`src/design/bridge_pkg.sv`:
```
// host bridge definitions
// bridge request struct, decoded settings struct
// settings register address map and save window nibble

`default_nettype none

package bridge_pkg;

  ////////////////////////////////////////
  // bridge cycle

  typedef struct packed {
    logic [31:0] addr;
    logic        wr;
    logic [31:0] wr_data;
    logic        rd;
  } bridge_req_t;

  ////////////////////////////////////////
  // decoded settings

  typedef struct packed {
    logic       cpu_turbo;
    logic       gsu_turbo;
    logic       multitap;
    logic       lightgun_en;
    logic       lightgun_type;
    logic       use_4_3_video;
    logic       blend;
    logic [7:0] lightgun_aim_speed;
    logic [3:0] rom_size;
    logic [3:0] ram_size;
  } settings_t;

  ////////////////////////////////////////
  // address map

  localparam logic [31:0] reg_rom_size_addr  = 32'h0000_0004;
  localparam logic [31:0] reg_ram_size_addr  = 32'h0000_000C;
  localparam logic [31:0] reg_reset_addr     = 32'h0000_0050;
  localparam logic [31:0] reg_cpu_turbo_addr = 32'h0000_0080;
  localparam logic [31:0] reg_gsu_turbo_addr = 32'h0000_0084;
  localparam logic [31:0] reg_multitap_addr  = 32'h0000_0100;
  localparam logic [31:0] reg_lightgun_addr  = 32'h0000_0104;
  localparam logic [31:0] reg_aim_speed_addr = 32'h0000_0108;
  localparam logic [31:0] reg_video_43_addr  = 32'h0000_0200;
  localparam logic [31:0] reg_blend_addr     = 32'h0000_0204;

  // top four address bits select the save window
  localparam logic [3:0] save_region_nibble = 4'h2;

endpackage

`default_nettype wire

```
`src/design/core_pkg.sv`:
```
// types shared with the core side
// packed clock word, data-table write, video in and out
// data-table and video slot word constants

`default_nettype none

package core_pkg;

  // clock word as the core expects it
  typedef struct packed {
    logic       changed;
    logic [7:0] empty;
    logic [7:0] weekday;
    logic [7:0] year;
    logic [7:0] month;
    logic [7:0] day;
    logic [7:0] hour;
    logic [7:0] minute;
    logic [7:0] second;
  } rtc_t;

  typedef struct packed {
    logic        wren;
    logic [9:0]  addr;
    logic [31:0] data;
  } datatable_t;

  typedef struct packed {
    logic        hs;
    logic        vs;
    logic        de;
    logic [23:0] rgb;
    logic [7:0]  snap_index;
  } video_in_t;

  typedef struct packed {
    logic        de;
    logic [23:0] rgb;
  } video_out_t;

  // data slot 1 sits at table entry 1 * 2 + 1
  localparam logic [9:0]  save_slot_table_addr = 10'd3;
  localparam logic [31:0] save_size_unit       = 32'd1024;

  // flag positions in the end-of-line control word
  localparam int slot_word_ratio_bit = 14;
  localparam int slot_word_43_bit    = 13;

endpackage

`default_nettype wire

```
`src/design/bridge_settings_regs.sv`:
```
// settings register file on the host bridge
// address decode into the settings struct
// core reset pulse from a down-counter

`timescale 1ns/1ps
`default_nettype none

module bridge_settings_regs #(
  parameter int RESET_HOLD_CYCLES = 16
) (
  input  wire                             clk_74a,
  input  wire                             pll_core_locked,
  input  wire bridge_pkg::bridge_req_t    bridge,
  output bridge_pkg::settings_t           settings,
  output logic                            core_reset
);

  localparam int CNT_W = $clog2(RESET_HOLD_CYCLES + 1);

  logic [CNT_W-1:0] reset_count;

  ////////////////////////////////////////
  // settings decode

  always_ff @(posedge clk_74a or negedge pll_core_locked) begin
    if (!pll_core_locked) begin
      settings <= '0;
    end else if (bridge.wr) begin
      case (bridge.addr)
        bridge_pkg::reg_rom_size_addr: begin
          settings.rom_size <= bridge.wr_data[3:0];
        end
        bridge_pkg::reg_ram_size_addr: begin
          settings.ram_size <= bridge.wr_data[3:0];
        end
        bridge_pkg::reg_cpu_turbo_addr: begin
          settings.cpu_turbo <= bridge.wr_data[0];
        end
        bridge_pkg::reg_gsu_turbo_addr: begin
          settings.gsu_turbo <= bridge.wr_data[0];
        end
        bridge_pkg::reg_multitap_addr: begin
          settings.multitap <= bridge.wr_data[0];
        end
        bridge_pkg::reg_lightgun_addr: begin
          // enable and gun type share one word
          settings.lightgun_en   <= bridge.wr_data[0];
          settings.lightgun_type <= bridge.wr_data[1];
        end
        bridge_pkg::reg_aim_speed_addr: begin
          settings.lightgun_aim_speed <= bridge.wr_data[7:0];
        end
        bridge_pkg::reg_video_43_addr: begin
          settings.use_4_3_video <= bridge.wr_data[0];
        end
        bridge_pkg::reg_blend_addr: begin
          settings.blend <= bridge.wr_data[0];
        end
        default: begin
        end
      endcase
    end
  end

  ////////////////////////////////////////
  // reset pulse

  // any write to the reset register restarts the hold time
  always_ff @(posedge clk_74a or negedge pll_core_locked) begin
    if (!pll_core_locked) begin
      reset_count <= '0;
    end else if (bridge.wr && bridge.addr == bridge_pkg::reg_reset_addr) begin
      reset_count <= CNT_W'(RESET_HOLD_CYCLES);
    end else if (reset_count != '0) begin
      reset_count <= reset_count - CNT_W'(1);
    end
  end

  assign core_reset = (reset_count != '0);

endmodule

`default_nettype wire

```
`src/design/save_ram_port.sv`:
```
// save-data window on the host bridge
// word RAM written and read through the top address nibble
// registered read data with one cycle of latency

`timescale 1ns/1ps
`default_nettype none

module save_ram_port #(
  parameter int SAVE_ADDR_BITS = 6
) (
  input  wire                          clk_74a,
  input  wire                          pll_core_locked,
  input  wire bridge_pkg::bridge_req_t bridge,
  output logic [31:0]                  bridge_rd_data
);

  localparam int SAVE_WORDS = 2 ** SAVE_ADDR_BITS;

  logic [31:0]               save_mem [SAVE_WORDS];
  logic [SAVE_ADDR_BITS-1:0] word_index;
  logic                      in_window;

  // word addressed, byte lanes are not split
  assign word_index = bridge.addr[SAVE_ADDR_BITS+1:2];
  assign in_window  = (bridge.addr[31:28] == bridge_pkg::save_region_nibble);

  ////////////////////////////////////////
  // storage

  always_ff @(posedge clk_74a) begin
    if (bridge.wr && in_window) begin
      save_mem[word_index] <= bridge.wr_data;
    end
  end

  ////////////////////////////////////////
  // read path

  // holds the last read until the next one
  always_ff @(posedge clk_74a or negedge pll_core_locked) begin
    if (!pll_core_locked) begin
      bridge_rd_data <= '0;
    end else if (bridge.rd) begin
      if (in_window) begin
        bridge_rd_data <= save_mem[word_index];
      end else begin
        bridge_rd_data <= '0;
      end
    end
  end

endmodule

`default_nettype wire

```
`src/design/dataslot_monitor.sv`:
```
// data-slot bookkeeping
// save activity flag from requests and allcomplete
// data-table write reporting the save size in bytes

`timescale 1ns/1ps
`default_nettype none

module dataslot_monitor (
  input  wire                  clk_74a,
  input  wire                  pll_core_locked,
  input  wire                  dataslot_requestread,
  input  wire                  dataslot_requestwrite,
  input  wire                  dataslot_allcomplete,
  input  wire [3:0]            sram_size,
  output logic                 save_active,
  output core_pkg::datatable_t datatable
);

  logic allcomplete_prev;

  // request wins over a completion in the same cycle
  always_ff @(posedge clk_74a or negedge pll_core_locked) begin
    if (!pll_core_locked) begin
      allcomplete_prev <= 1'b0;
      save_active      <= 1'b0;
    end else begin
      allcomplete_prev <= dataslot_allcomplete;
      if (dataslot_requestread || dataslot_requestwrite) begin
        save_active <= 1'b1;
      end else if (dataslot_allcomplete && !allcomplete_prev) begin
        save_active <= 1'b0;
      end
    end
  end

  // sram_size is a power-of-two code, 0 means no save ram
  always_ff @(posedge clk_74a or negedge pll_core_locked) begin
    if (!pll_core_locked) begin
      datatable <= '0;
    end else begin
      datatable.wren <= 1'b1;
      datatable.addr <= core_pkg::save_slot_table_addr;
      datatable.data <= (sram_size != 4'd0) ? (core_pkg::save_size_unit << sram_size) : '0;
    end
  end

endmodule

`default_nettype wire

```
`src/design/rtc_packer.sv`:
```
// host clock packing
// change toggle on a new time value
// date and time bytes into the core clock word

`timescale 1ns/1ps
`default_nettype none

module rtc_packer (
  input  wire            clk_74a,
  input  wire            pll_core_locked,
  input  wire [31:0]     rtc_date,
  input  wire [31:0]     rtc_time,
  output core_pkg::rtc_t rtc
);

  logic [31:0] prev_time;
  logic        changed;

  // core watches for the toggle, not a level
  always_ff @(posedge clk_74a or negedge pll_core_locked) begin
    if (!pll_core_locked) begin
      prev_time <= '0;
      changed   <= 1'b0;
    end else if (rtc_time != prev_time) begin
      prev_time <= rtc_time;
      changed   <= ~changed;
    end
  end

  // weekday is not supplied by the host
  assign rtc.changed = changed;
  assign rtc.empty   = 8'h00;
  assign rtc.weekday = 8'h01;
  assign rtc.year    = rtc_date[23:16];
  assign rtc.month   = rtc_date[15:8];
  assign rtc.day     = rtc_date[7:0];
  assign rtc.hour    = rtc_time[23:16];
  assign rtc.minute  = rtc_time[15:8];
  assign rtc.second  = rtc_time[7:0];

endmodule

`default_nettype wire

```
`src/design/video_slot_inserter.sv`:
```
// end-of-line video control word
// snap index latch on vsync rise
// active pixel pass-through with one cycle of latency

`timescale 1ns/1ps
`default_nettype none

module video_slot_inserter (
  input  wire                 clk_74a,
  input  wire                 pll_core_locked,
  input  wire core_pkg::video_in_t video_in,
  input  wire                 use_4_3_video,
  output core_pkg::video_out_t video_out
);

  logic        prev_de;
  logic        prev_vs;
  logic        latched_snap;
  logic [23:0] slot_word;

  // scaler slot word with aspect select and 4:3 flag
  always_comb begin
    slot_word = '0;
    slot_word[core_pkg::slot_word_ratio_bit] = ~latched_snap;
    slot_word[core_pkg::slot_word_43_bit]    = use_4_3_video;
  end

  always_ff @(posedge clk_74a or negedge pll_core_locked) begin
    if (!pll_core_locked) begin
      prev_de       <= 1'b0;
      prev_vs       <= 1'b0;
      latched_snap  <= 1'b0;
      video_out     <= '0;
    end else begin
      prev_de      <= video_in.de;
      prev_vs      <= video_in.vs;
      video_out.de <= 1'b0;

      // only bit 0 of the snap index selects the aspect
      if (video_in.vs && !prev_vs) begin
        latched_snap <= video_in.snap_index[0];
      end

      // first blank pixel of the line carries the slot word
      if (!video_in.de && prev_de) begin
        video_out.rgb <= slot_word;
      end else if (video_in.de) begin
        video_out.de  <= 1'b1;
        video_out.rgb <= video_in.rgb;
      end
    end
  end

endmodule

`default_nettype wire

```
`src/design/pocket_core_top.sv`:
```
// host-side glue top level
// bridge request packing, settings, save window,
// data-slot tracking, clock packing and video slot word

`timescale 1ns/1ps
`default_nettype none

module pocket_core_top #(
  parameter int RESET_HOLD_CYCLES = 16,
  parameter int SAVE_ADDR_BITS    = 6
) (
  input  wire                     clk_74a,
  input  wire                     pll_core_locked,

  // host bridge
  input  wire [31:0]              bridge_addr,
  input  wire                     bridge_wr,
  input  wire [31:0]              bridge_wr_data,
  input  wire                     bridge_rd,
  output logic [31:0]             bridge_rd_data,
  output logic                    bridge_endian_little,

  // data slots and clock
  input  wire                     dataslot_requestread,
  input  wire                     dataslot_requestwrite,
  input  wire                     dataslot_allcomplete,
  input  wire [3:0]               sram_size,
  input  wire [31:0]              rtc_date,
  input  wire [31:0]              rtc_time,

  // video
  input  wire core_pkg::video_in_t video_in,

  output bridge_pkg::settings_t   settings,
  output logic                    core_reset,
  output logic                    save_active,
  output core_pkg::datatable_t    datatable,
  output core_pkg::rtc_t          rtc,
  output core_pkg::video_out_t    video_out
);

  bridge_pkg::bridge_req_t bridge_req;

  // one request bundle shared by every bridge device
  assign bridge_req = '{
    addr:    bridge_addr,
    wr:      bridge_wr,
    wr_data: bridge_wr_data,
    rd:      bridge_rd
  };

  // big endian bridge
  assign bridge_endian_little = 1'b0;

  ////////////////////////////////////////
  // bridge devices

  bridge_settings_regs #(
    .RESET_HOLD_CYCLES(RESET_HOLD_CYCLES)
  ) i_bridge_settings_regs (
    .clk_74a         (clk_74a),
    .pll_core_locked (pll_core_locked),
    .bridge          (bridge_req),
    .settings        (settings),
    .core_reset      (core_reset)
  );

  save_ram_port #(
    .SAVE_ADDR_BITS(SAVE_ADDR_BITS)
  ) i_save_ram_port (
    .clk_74a         (clk_74a),
    .pll_core_locked (pll_core_locked),
    .bridge          (bridge_req),
    .bridge_rd_data  (bridge_rd_data)
  );

  ////////////////////////////////////////
  // core side helpers

  dataslot_monitor i_dataslot_monitor (
    .clk_74a               (clk_74a),
    .pll_core_locked       (pll_core_locked),
    .dataslot_requestread  (dataslot_requestread),
    .dataslot_requestwrite (dataslot_requestwrite),
    .dataslot_allcomplete  (dataslot_allcomplete),
    .sram_size             (sram_size),
    .save_active           (save_active),
    .datatable             (datatable)
  );

  rtc_packer i_rtc_packer (
    .clk_74a         (clk_74a),
    .pll_core_locked (pll_core_locked),
    .rtc_date        (rtc_date),
    .rtc_time        (rtc_time),
    .rtc             (rtc)
  );

  video_slot_inserter i_video_slot_inserter (
    .clk_74a         (clk_74a),
    .pll_core_locked (pll_core_locked),
    .video_in        (video_in),
    .use_4_3_video   (settings.use_4_3_video),
    .video_out       (video_out)
  );

endmodule

`default_nettype wire

```
`config.mk`:
```
export PLATFORM = sky130hd
export DESIGN_NAME = pocket_core_top
export DESIGN_NICKNAME = d
export VERILOG_FILES = /design/src/design/bridge_pkg.sv /design/src/design/core_pkg.sv /design/src/design/bridge_settings_regs.sv /design/src/design/save_ram_port.sv /design/src/design/dataslot_monitor.sv /design/src/design/rtc_packer.sv /design/src/design/video_slot_inserter.sv /design/src/design/pocket_core_top.sv
export SDC_FILE = /design/constraint.sdc
export NUM_CORES = 2
export LEC_CHECK = 0
export BUFFER_PORTS_ARGS = -buffer_cell sky130_fd_sc_hd__buf_2
export CAP_MARGIN = 5
export CORE_MARGIN = 4
export CORE_UTILIZATION = 36
export CTS_BUF_LIST = sky130_fd_sc_hd__clkbuf_2
export CTS_CLUSTER_DIAMETER = 150
export CTS_CLUSTER_SIZE = 14
export DETAILED_ROUTE_END_ITERATION = 8
export PLACE_DENSITY = 0.62
export SLEW_MARGIN = 10
export SYNTH_ARGS = -nofsm -noshare
export SYNTH_HDL_FRONTEND = slang
export SYNTH_SLANG_ARGS = --single-unit
```
`constraint.sdc`:
```
create_clock -name clk_74a -period 1.68 [get_ports clk_74a]
set_input_delay 0.168 -clock clk_74a [delete_from_list [all_inputs] [get_ports clk_74a]]
set_output_delay 0.168 -clock clk_74a [all_outputs]
set_load 0.005 [all_outputs]
```
After elaboration in Yosys (flattened, before gate mapping)

Memory sizes are Yosys's and may differ from the RTL's.
Cells that the tools add are included.

Output and inout port bits: 191
Register bits: 157
Latch bits: 0
Bits of input ports: 174
Memories: 1
Word-level logic and storage cells: 75
Bits in writable memories: 2,048
Memory bits (read-only): 0

Memory list:

| memory                   | words | bits a word | rd ports | clocked after memory_dff | write ports | line                | text |
|---|---|---|---|---|---|---|---|
| i_save_ram_port.save_mem | 64    | 32          | 1        | 0                        | 1           | save_ram_port.sv:19 | `logic [31:0] save_mem [SAVE_WORDS];` |

Eq/ne operators: 12
Multipliers: 0
Add/subtract/negate cells: 1
Reductions and logical operators: 23
Order comparisons: 0
Shift operators: 1
Bitwise gates (word level): 2
Muxes and demuxes: 11
Div/mod/pow operators: 0

Operators with widths:

| kind                    | number |
|---|---|
| $eq A32 B9 Y1 const B   | 3 |
| $eq A32 B10 Y1 const B  | 2 |
| $eq A32 B8 Y1 const B   | 2 |
| $mux W32                | 2 |
| $eq A32 B3 Y1 const B   | 1 |
| $eq A32 B4 Y1 const B   | 1 |
| $eq A32 B7 Y1 const B   | 1 |
| $ne A32 B32 Y1          | 1 |
| $shl A11 B4 Y32 const A | 1 |
| $mux W25                | 1 |
| $mux W24                | 1 |
| $reduce_and A2 Y1       | 9 |
| $mux W5                 | 2 |
| $reduce_bool A2 Y1      | 3 |
| $logic_and A1 B1 Y1     | 5 |
| $mux W1                 | 5 |
| $reduce_bool A5 Y1      | 1 |
| $sub A5 B1 Y5 const B   | 1 |
| $eq A4 B2 Y1 const B    | 1 |
| $reduce_bool A4 Y1      | 1 |
| $logic_not A1 Y1        | 3 |
| $not A1 Y1              | 2 |
| $logic_or A1 B1 Y1      | 1 |

Longest topological paths before layout

Word-level depth: 4
Depth in mapped cells: 9
Mapped depth without buffers: 7

By module

From an unflattened synthesis, not the netlist that was laid out.

Cell total of the unflattened synthesis: 4,976
Area, all modules: 83,865.4 µm²

By module, submodules not included:

| module               | seq. area each (µm²) | area an instance (µm²) | cells each | times used |
|---|---|---|---|---|
| save_ram_port        | 62,299.8             | 78,921.9               | 4,558      | 1 |
| rtc_packer           | 825.8                | 1,796.7                | 176        | 1 |
| bridge_settings_regs | 700.7                | 1,303.8                | 104        | 1 |
| video_slot_inserter  | 700.7                | 1,019.7                | 66         | 1 |
| dataslot_monitor     | 475.5                | 812.0                  | 70         | 1 |
| pocket_core_top      | 0.0                  | 11.3                   | 2          | 1 |

Worst setup path after synthesis

OpenSTA, ideal clock, no wires.

Kind: input -> register
From: input port bridge_addr[4]
To: memory i_save_ram_port.save_mem[4][0] (enable)
Arrival time: 2.850 ns
Buffers on the path: 4
Setup time: 0.421 ns
Slack: -1.591 ns
Cell stages on the path: 7
Required time: 1.259 ns
Cells stage by stage: buf_2 buf_2 buf_2 buf_1 and4_1 nand2_1 nor2_1

RTL lines:

| element            | line                  | text |
|---|---|---|
| start: declaration | pocket_core_top.sv:16 | `input wire [31:0] bridge_addr,` |
| end: declaration   | save_ram_port.sv:19   |  |

Straight into the memory's write port.

Final worst setup path

From: register i_bridge_settings_regs.reset_count[1]
To: output port core_reset

Word-level cells in the longest chain between the ends: 1

RTL lines:

| element                  | line                       | text |
|---|---|---|
| start: declaration       | bridge_settings_regs.sv:20 | `logic [CNT_W-1:0] reset_count;` |
| start signal: assignment | bridge_settings_regs.sv:73 | `reset_count <= CNT_W'(RESET_HOLD_CYCLES);` |
| start signal: assignment | bridge_settings_regs.sv:75 | `reset_count <= reset_count - CNT_W'(1);` |
| $reduce_bool A5 Y1       | bridge_settings_regs.sv:79 | `assign core_reset = (reset_count != '0);` |
| end: declaration         | pocket_core_top.sv:35      | `output logic core_reset,` |

Every way passes these cells.

==> flow_summary.yaml <==
outcome:
  outcome: "finished with violations"
  violations: "setup timing"
setup_path:
  slowest_stage: "dfrtp_1"
  ff2ff_path_depth: 6
  arrival_ns: 3.13
  worstSetupPathType: "register to primary output"
  startpoint_type: "register"
  r2r_start: "i_save_ram_port.save_mem[59][15]"
  r2r_end: "i_save_ram_port.bridge_rd_data[15]"
  end_kind: "primary output"
  cp_max_fo: 2
  required_ns: 1.51
  cpMostUsedCell: "inv_2"
  r2r_setup_slack_ns: -1.06
  path_cells: "inv_2 -> ha_4 -> or3b_4 -> nor2_4 -> inv_2 -> buf_6"
  slowest_delay_ns: 0.46
sta:
  worstMarginPinSlew_ns: 1.28
  fin_skew_ns: 0.155
  fin_ws_ns: -1.61
  finalHoldViolCount: 0
  setup_viol: 1799
  fin_crit_sh_pct: 196
  final_max_slew_viol_count: 0
  max_freq_ghz: 0.304
  relSlewSlack_pct: 14.8
  rsz0062_at_grt: "yes"
  setup_tns_ns: -395.70
  fin_crit_ns: 3.29
drt:
  drcViolationCount: 0
  ant_nets: 0
  drt_iter0_markers: 5520
  wl_per_cell_um: 29.8
  routed_wl_um: 249000
  num_vias: 46000
  first_pass_iters: 5
  vias_per_cell: 5.52
clock_tree:
  clock_sinks: 2188
  cts_max_path_buffers: 3
  cts_buffers: 174
  cts.clk_slew.worst_paths_ns: 0.26
  clock_latency_ns: 1.84
  htree_levels: 4
  cts_root_buf: "clkbuf_2"
  cts_tree: "yes"
finish:
  final_nets: 5394
  area_delta_synth_final_pct: 23.9
  multi_input_area_sq_um: 18800
  drive_above_1_share_pct: 38.3
  final_util_pct: 45.0
  register_area_sq_um: 65000
  nFillCells: 19100
synth:
  synth_top_area_cell: "edfxtp_1"
  synth-seq-cells: 2188
  yosys_warnings: 0
  yosysSeqAreaShare_pct: 77.5
  yosysTopAreaCellShare_pct: 73.3
  synth_area_sq_um: 83800
  post-synth-top-count-cell: "edfxtp_1"
  avgSynthCellArea_sq_um: 21.5
  synth_common_cells: "edfxtp_1 (2048), mux4_2 (448), mux2i_1 (161), dfrtp_1 (140), clkbuf_1 (136)"
  postSynthCellCount: 3897
  yosysUniqueCellTypes: 56
  async_flop_share_pct: 6.40
  synthFlopType: "edfxtp_1"
  synth_edf_count: 2048
  ys_top_cells_by_area: "edfxtp_1 (73%), mux4_2 (12%), dfrtp_1 (4.2%), mux2i_1 (1.9%), buf_4 (0.95%)"
pwr:
  vdd_ir_drop_max_mv: 0.496
  p_leak_nw: 34.8
  p_per_area_nw_per_um2: 849
global_route:
  grt_pass1_vias: 46400
  antenna_found_initial: 16
  grt-ovfl-total: 0
  grt_pass1_wl_um: 351000
  grt_max_degree: 74
  grt_use_total_pct: 20.2
worst_hold_path:
  holdPathEnd: "i_save_ram_port.bridge_rd_data[16]"
  hp-class: "input pin to register"
  hold_path_startpoint: "bridge_addr[29]"
  hold-path-cell-count: 10
floorplan:
  std_cell_rows: 176
  dieHeight_um: 491
  core_sq_um: 231000
  die_area_sq_um: 241000
  start_util_pct: 36.3
  die_width_um: 491
  boundaryPins: 365
place:
  place.gp.congestion: 0.954
  post-place-ws_ns: -1.72
  port_buffers: 259
  dpl.hpwl_um: 151000
flow_run:
  max-cap-violations: 0
-- metal layers --
metal | vias up | routed length [um] | part of all wire [%] | GRT usage (%)
met4 | 0 | 12200 | 4.9 | 8.88
met3 | 441 | 20600 | 8.3 | 3.59
met1 | 24500 | 98400 | 40 | 27.4
met2 | 2333 | 117000 | 47 | 32.1
li1 | 18700 | - | - | -
met5 | - | 0 | 0 | 0
-- area by class of cell --
class / count / area share, %
sequential: 2188 / 62.6
multi-input combinational: 1400 / 18.1
timing repair buffer: 1451 / 14.3
tap: 3026 / 3.65
clock buffer: 246 / 1.19
clock inverter: 10 / 0.113
antenna: 13 / 0.0313
inverter: 4 / 0.0145
-- critical path: cells and delay by family (launching register included) --
| family | cells | cell delay (ns) |
|---|---|---|
| buf+inv | 3 | 0.24 |
| fa+ha+maj | 1 | 0.14 |
| flops | 1 | 0.46 |
| simple gates | 2 | 0.49 |
-- how the worst max path moves through the flow --
stage,startpoint,end,slack (ns),cells past startpoint
2_1_floorplan,bridge_addr[5],i_save_ram_port.save_mem[40][0],-0.62,6
4_1_cts,i_bridge_settings_regs.reset_count[1],core_reset,-1.86,6
5_1_grt,i_bridge_settings_regs.reset_count[1],core_reset,-1.85,6
3_5_place_dp,bridge_addr[31],i_save_ram_port.bridge_rd_data[1],-1.72,9
3_3_place_gp,bridge_addr[31],i_save_ram_port.bridge_rd_data[0],-1.79,9
6_report,i_bridge_settings_regs.reset_count[1],core_reset,-1.61,6
-- cells in the final DEF (no fill, tap or decap), types with 32 or more instances in the layout --
master,count
a211oi_1,74
a221o_1,32
a222oi_1,32
a22oi_2,48
buf_12,226
buf_2,230
buf_4,511
clkbuf_2,246
conb_1,43
dfrtp_1,120
dlygate4sd3_1,423
edfxtp_1,2048
mux2i_1,154
mux4_2,448
nor2_4,66
nor2b_1,85
o211ai_1,32
xor2_1,32
-- sequential cells by signal, summed over array words and instances, names as in the netlist --
name / cells
i_bridge_settings_regs.reset_count: 5
i_bridge_settings_regs.settings: 23
i_dataslot_monitor.allcomplete_prev: 1
i_dataslot_monitor.datatable: 17
i_dataslot_monitor.save_active: 1
i_rtc_packer.changed: 1
i_rtc_packer.prev_time: 32
i_save_ram_port.bridge_rd_data: 32
i_save_ram_port.save_mem: 2048
i_video_slot_inserter.latched_snap: 1
i_video_slot_inserter.prev_de: 1
i_video_slot_inserter.prev_vs: 1
i_video_slot_inserter.video_out: 25
-- power by group --
group          internal, mW  total, mW  switching [mW]
clock network          4.10       20.4            16.3
logic                  3.68       7.96            4.28
registers              59.7       59.8           0.127
-- through the flow --
stage | area, sq um | instances | power [mW] | hold slack (ns)
finish | 104000 | 8338 | 88.2 | 0.152
global route | 104000 | 8332 | 91.3 | -0.0129
CTS | 103000 | 8286 | 88.5 | 0.00150
detailed placement | 95600 | 7540 | 67.4 | 0.0847
global placement | 95600 | 7539 | 67.3 | 0.0826
floorplan | 84800 | 3938 | 63.8 | -0.128
-- cell families (layout without fill, tap and decap cells) --
group           after synthesis  count (layout)  synth area share [%]
buf+inv                     350            1711                  2.19
mux                         633             633                  14.3
other cells                   2              56               0.00896
xor+xnor                     35              35                 0.366
flops                      2188            2188                  77.5
fa+ha+maj                     1               1                0.0149
compound gates              381             381                  3.62
simple gates                307             307                  1.97
-- timing repair --
action | CTS | global route
endpoints found under the hold margin | 4374 | 1968
pin swaps | 87 | 39
hold buffers | 460 | 19
endpoints found under the setup margin | 137 | 2219
setup buffers | 33 | 34
gates resized for setup | 212 | 65
Note: power is estimated with default switching activity, not from simulation.
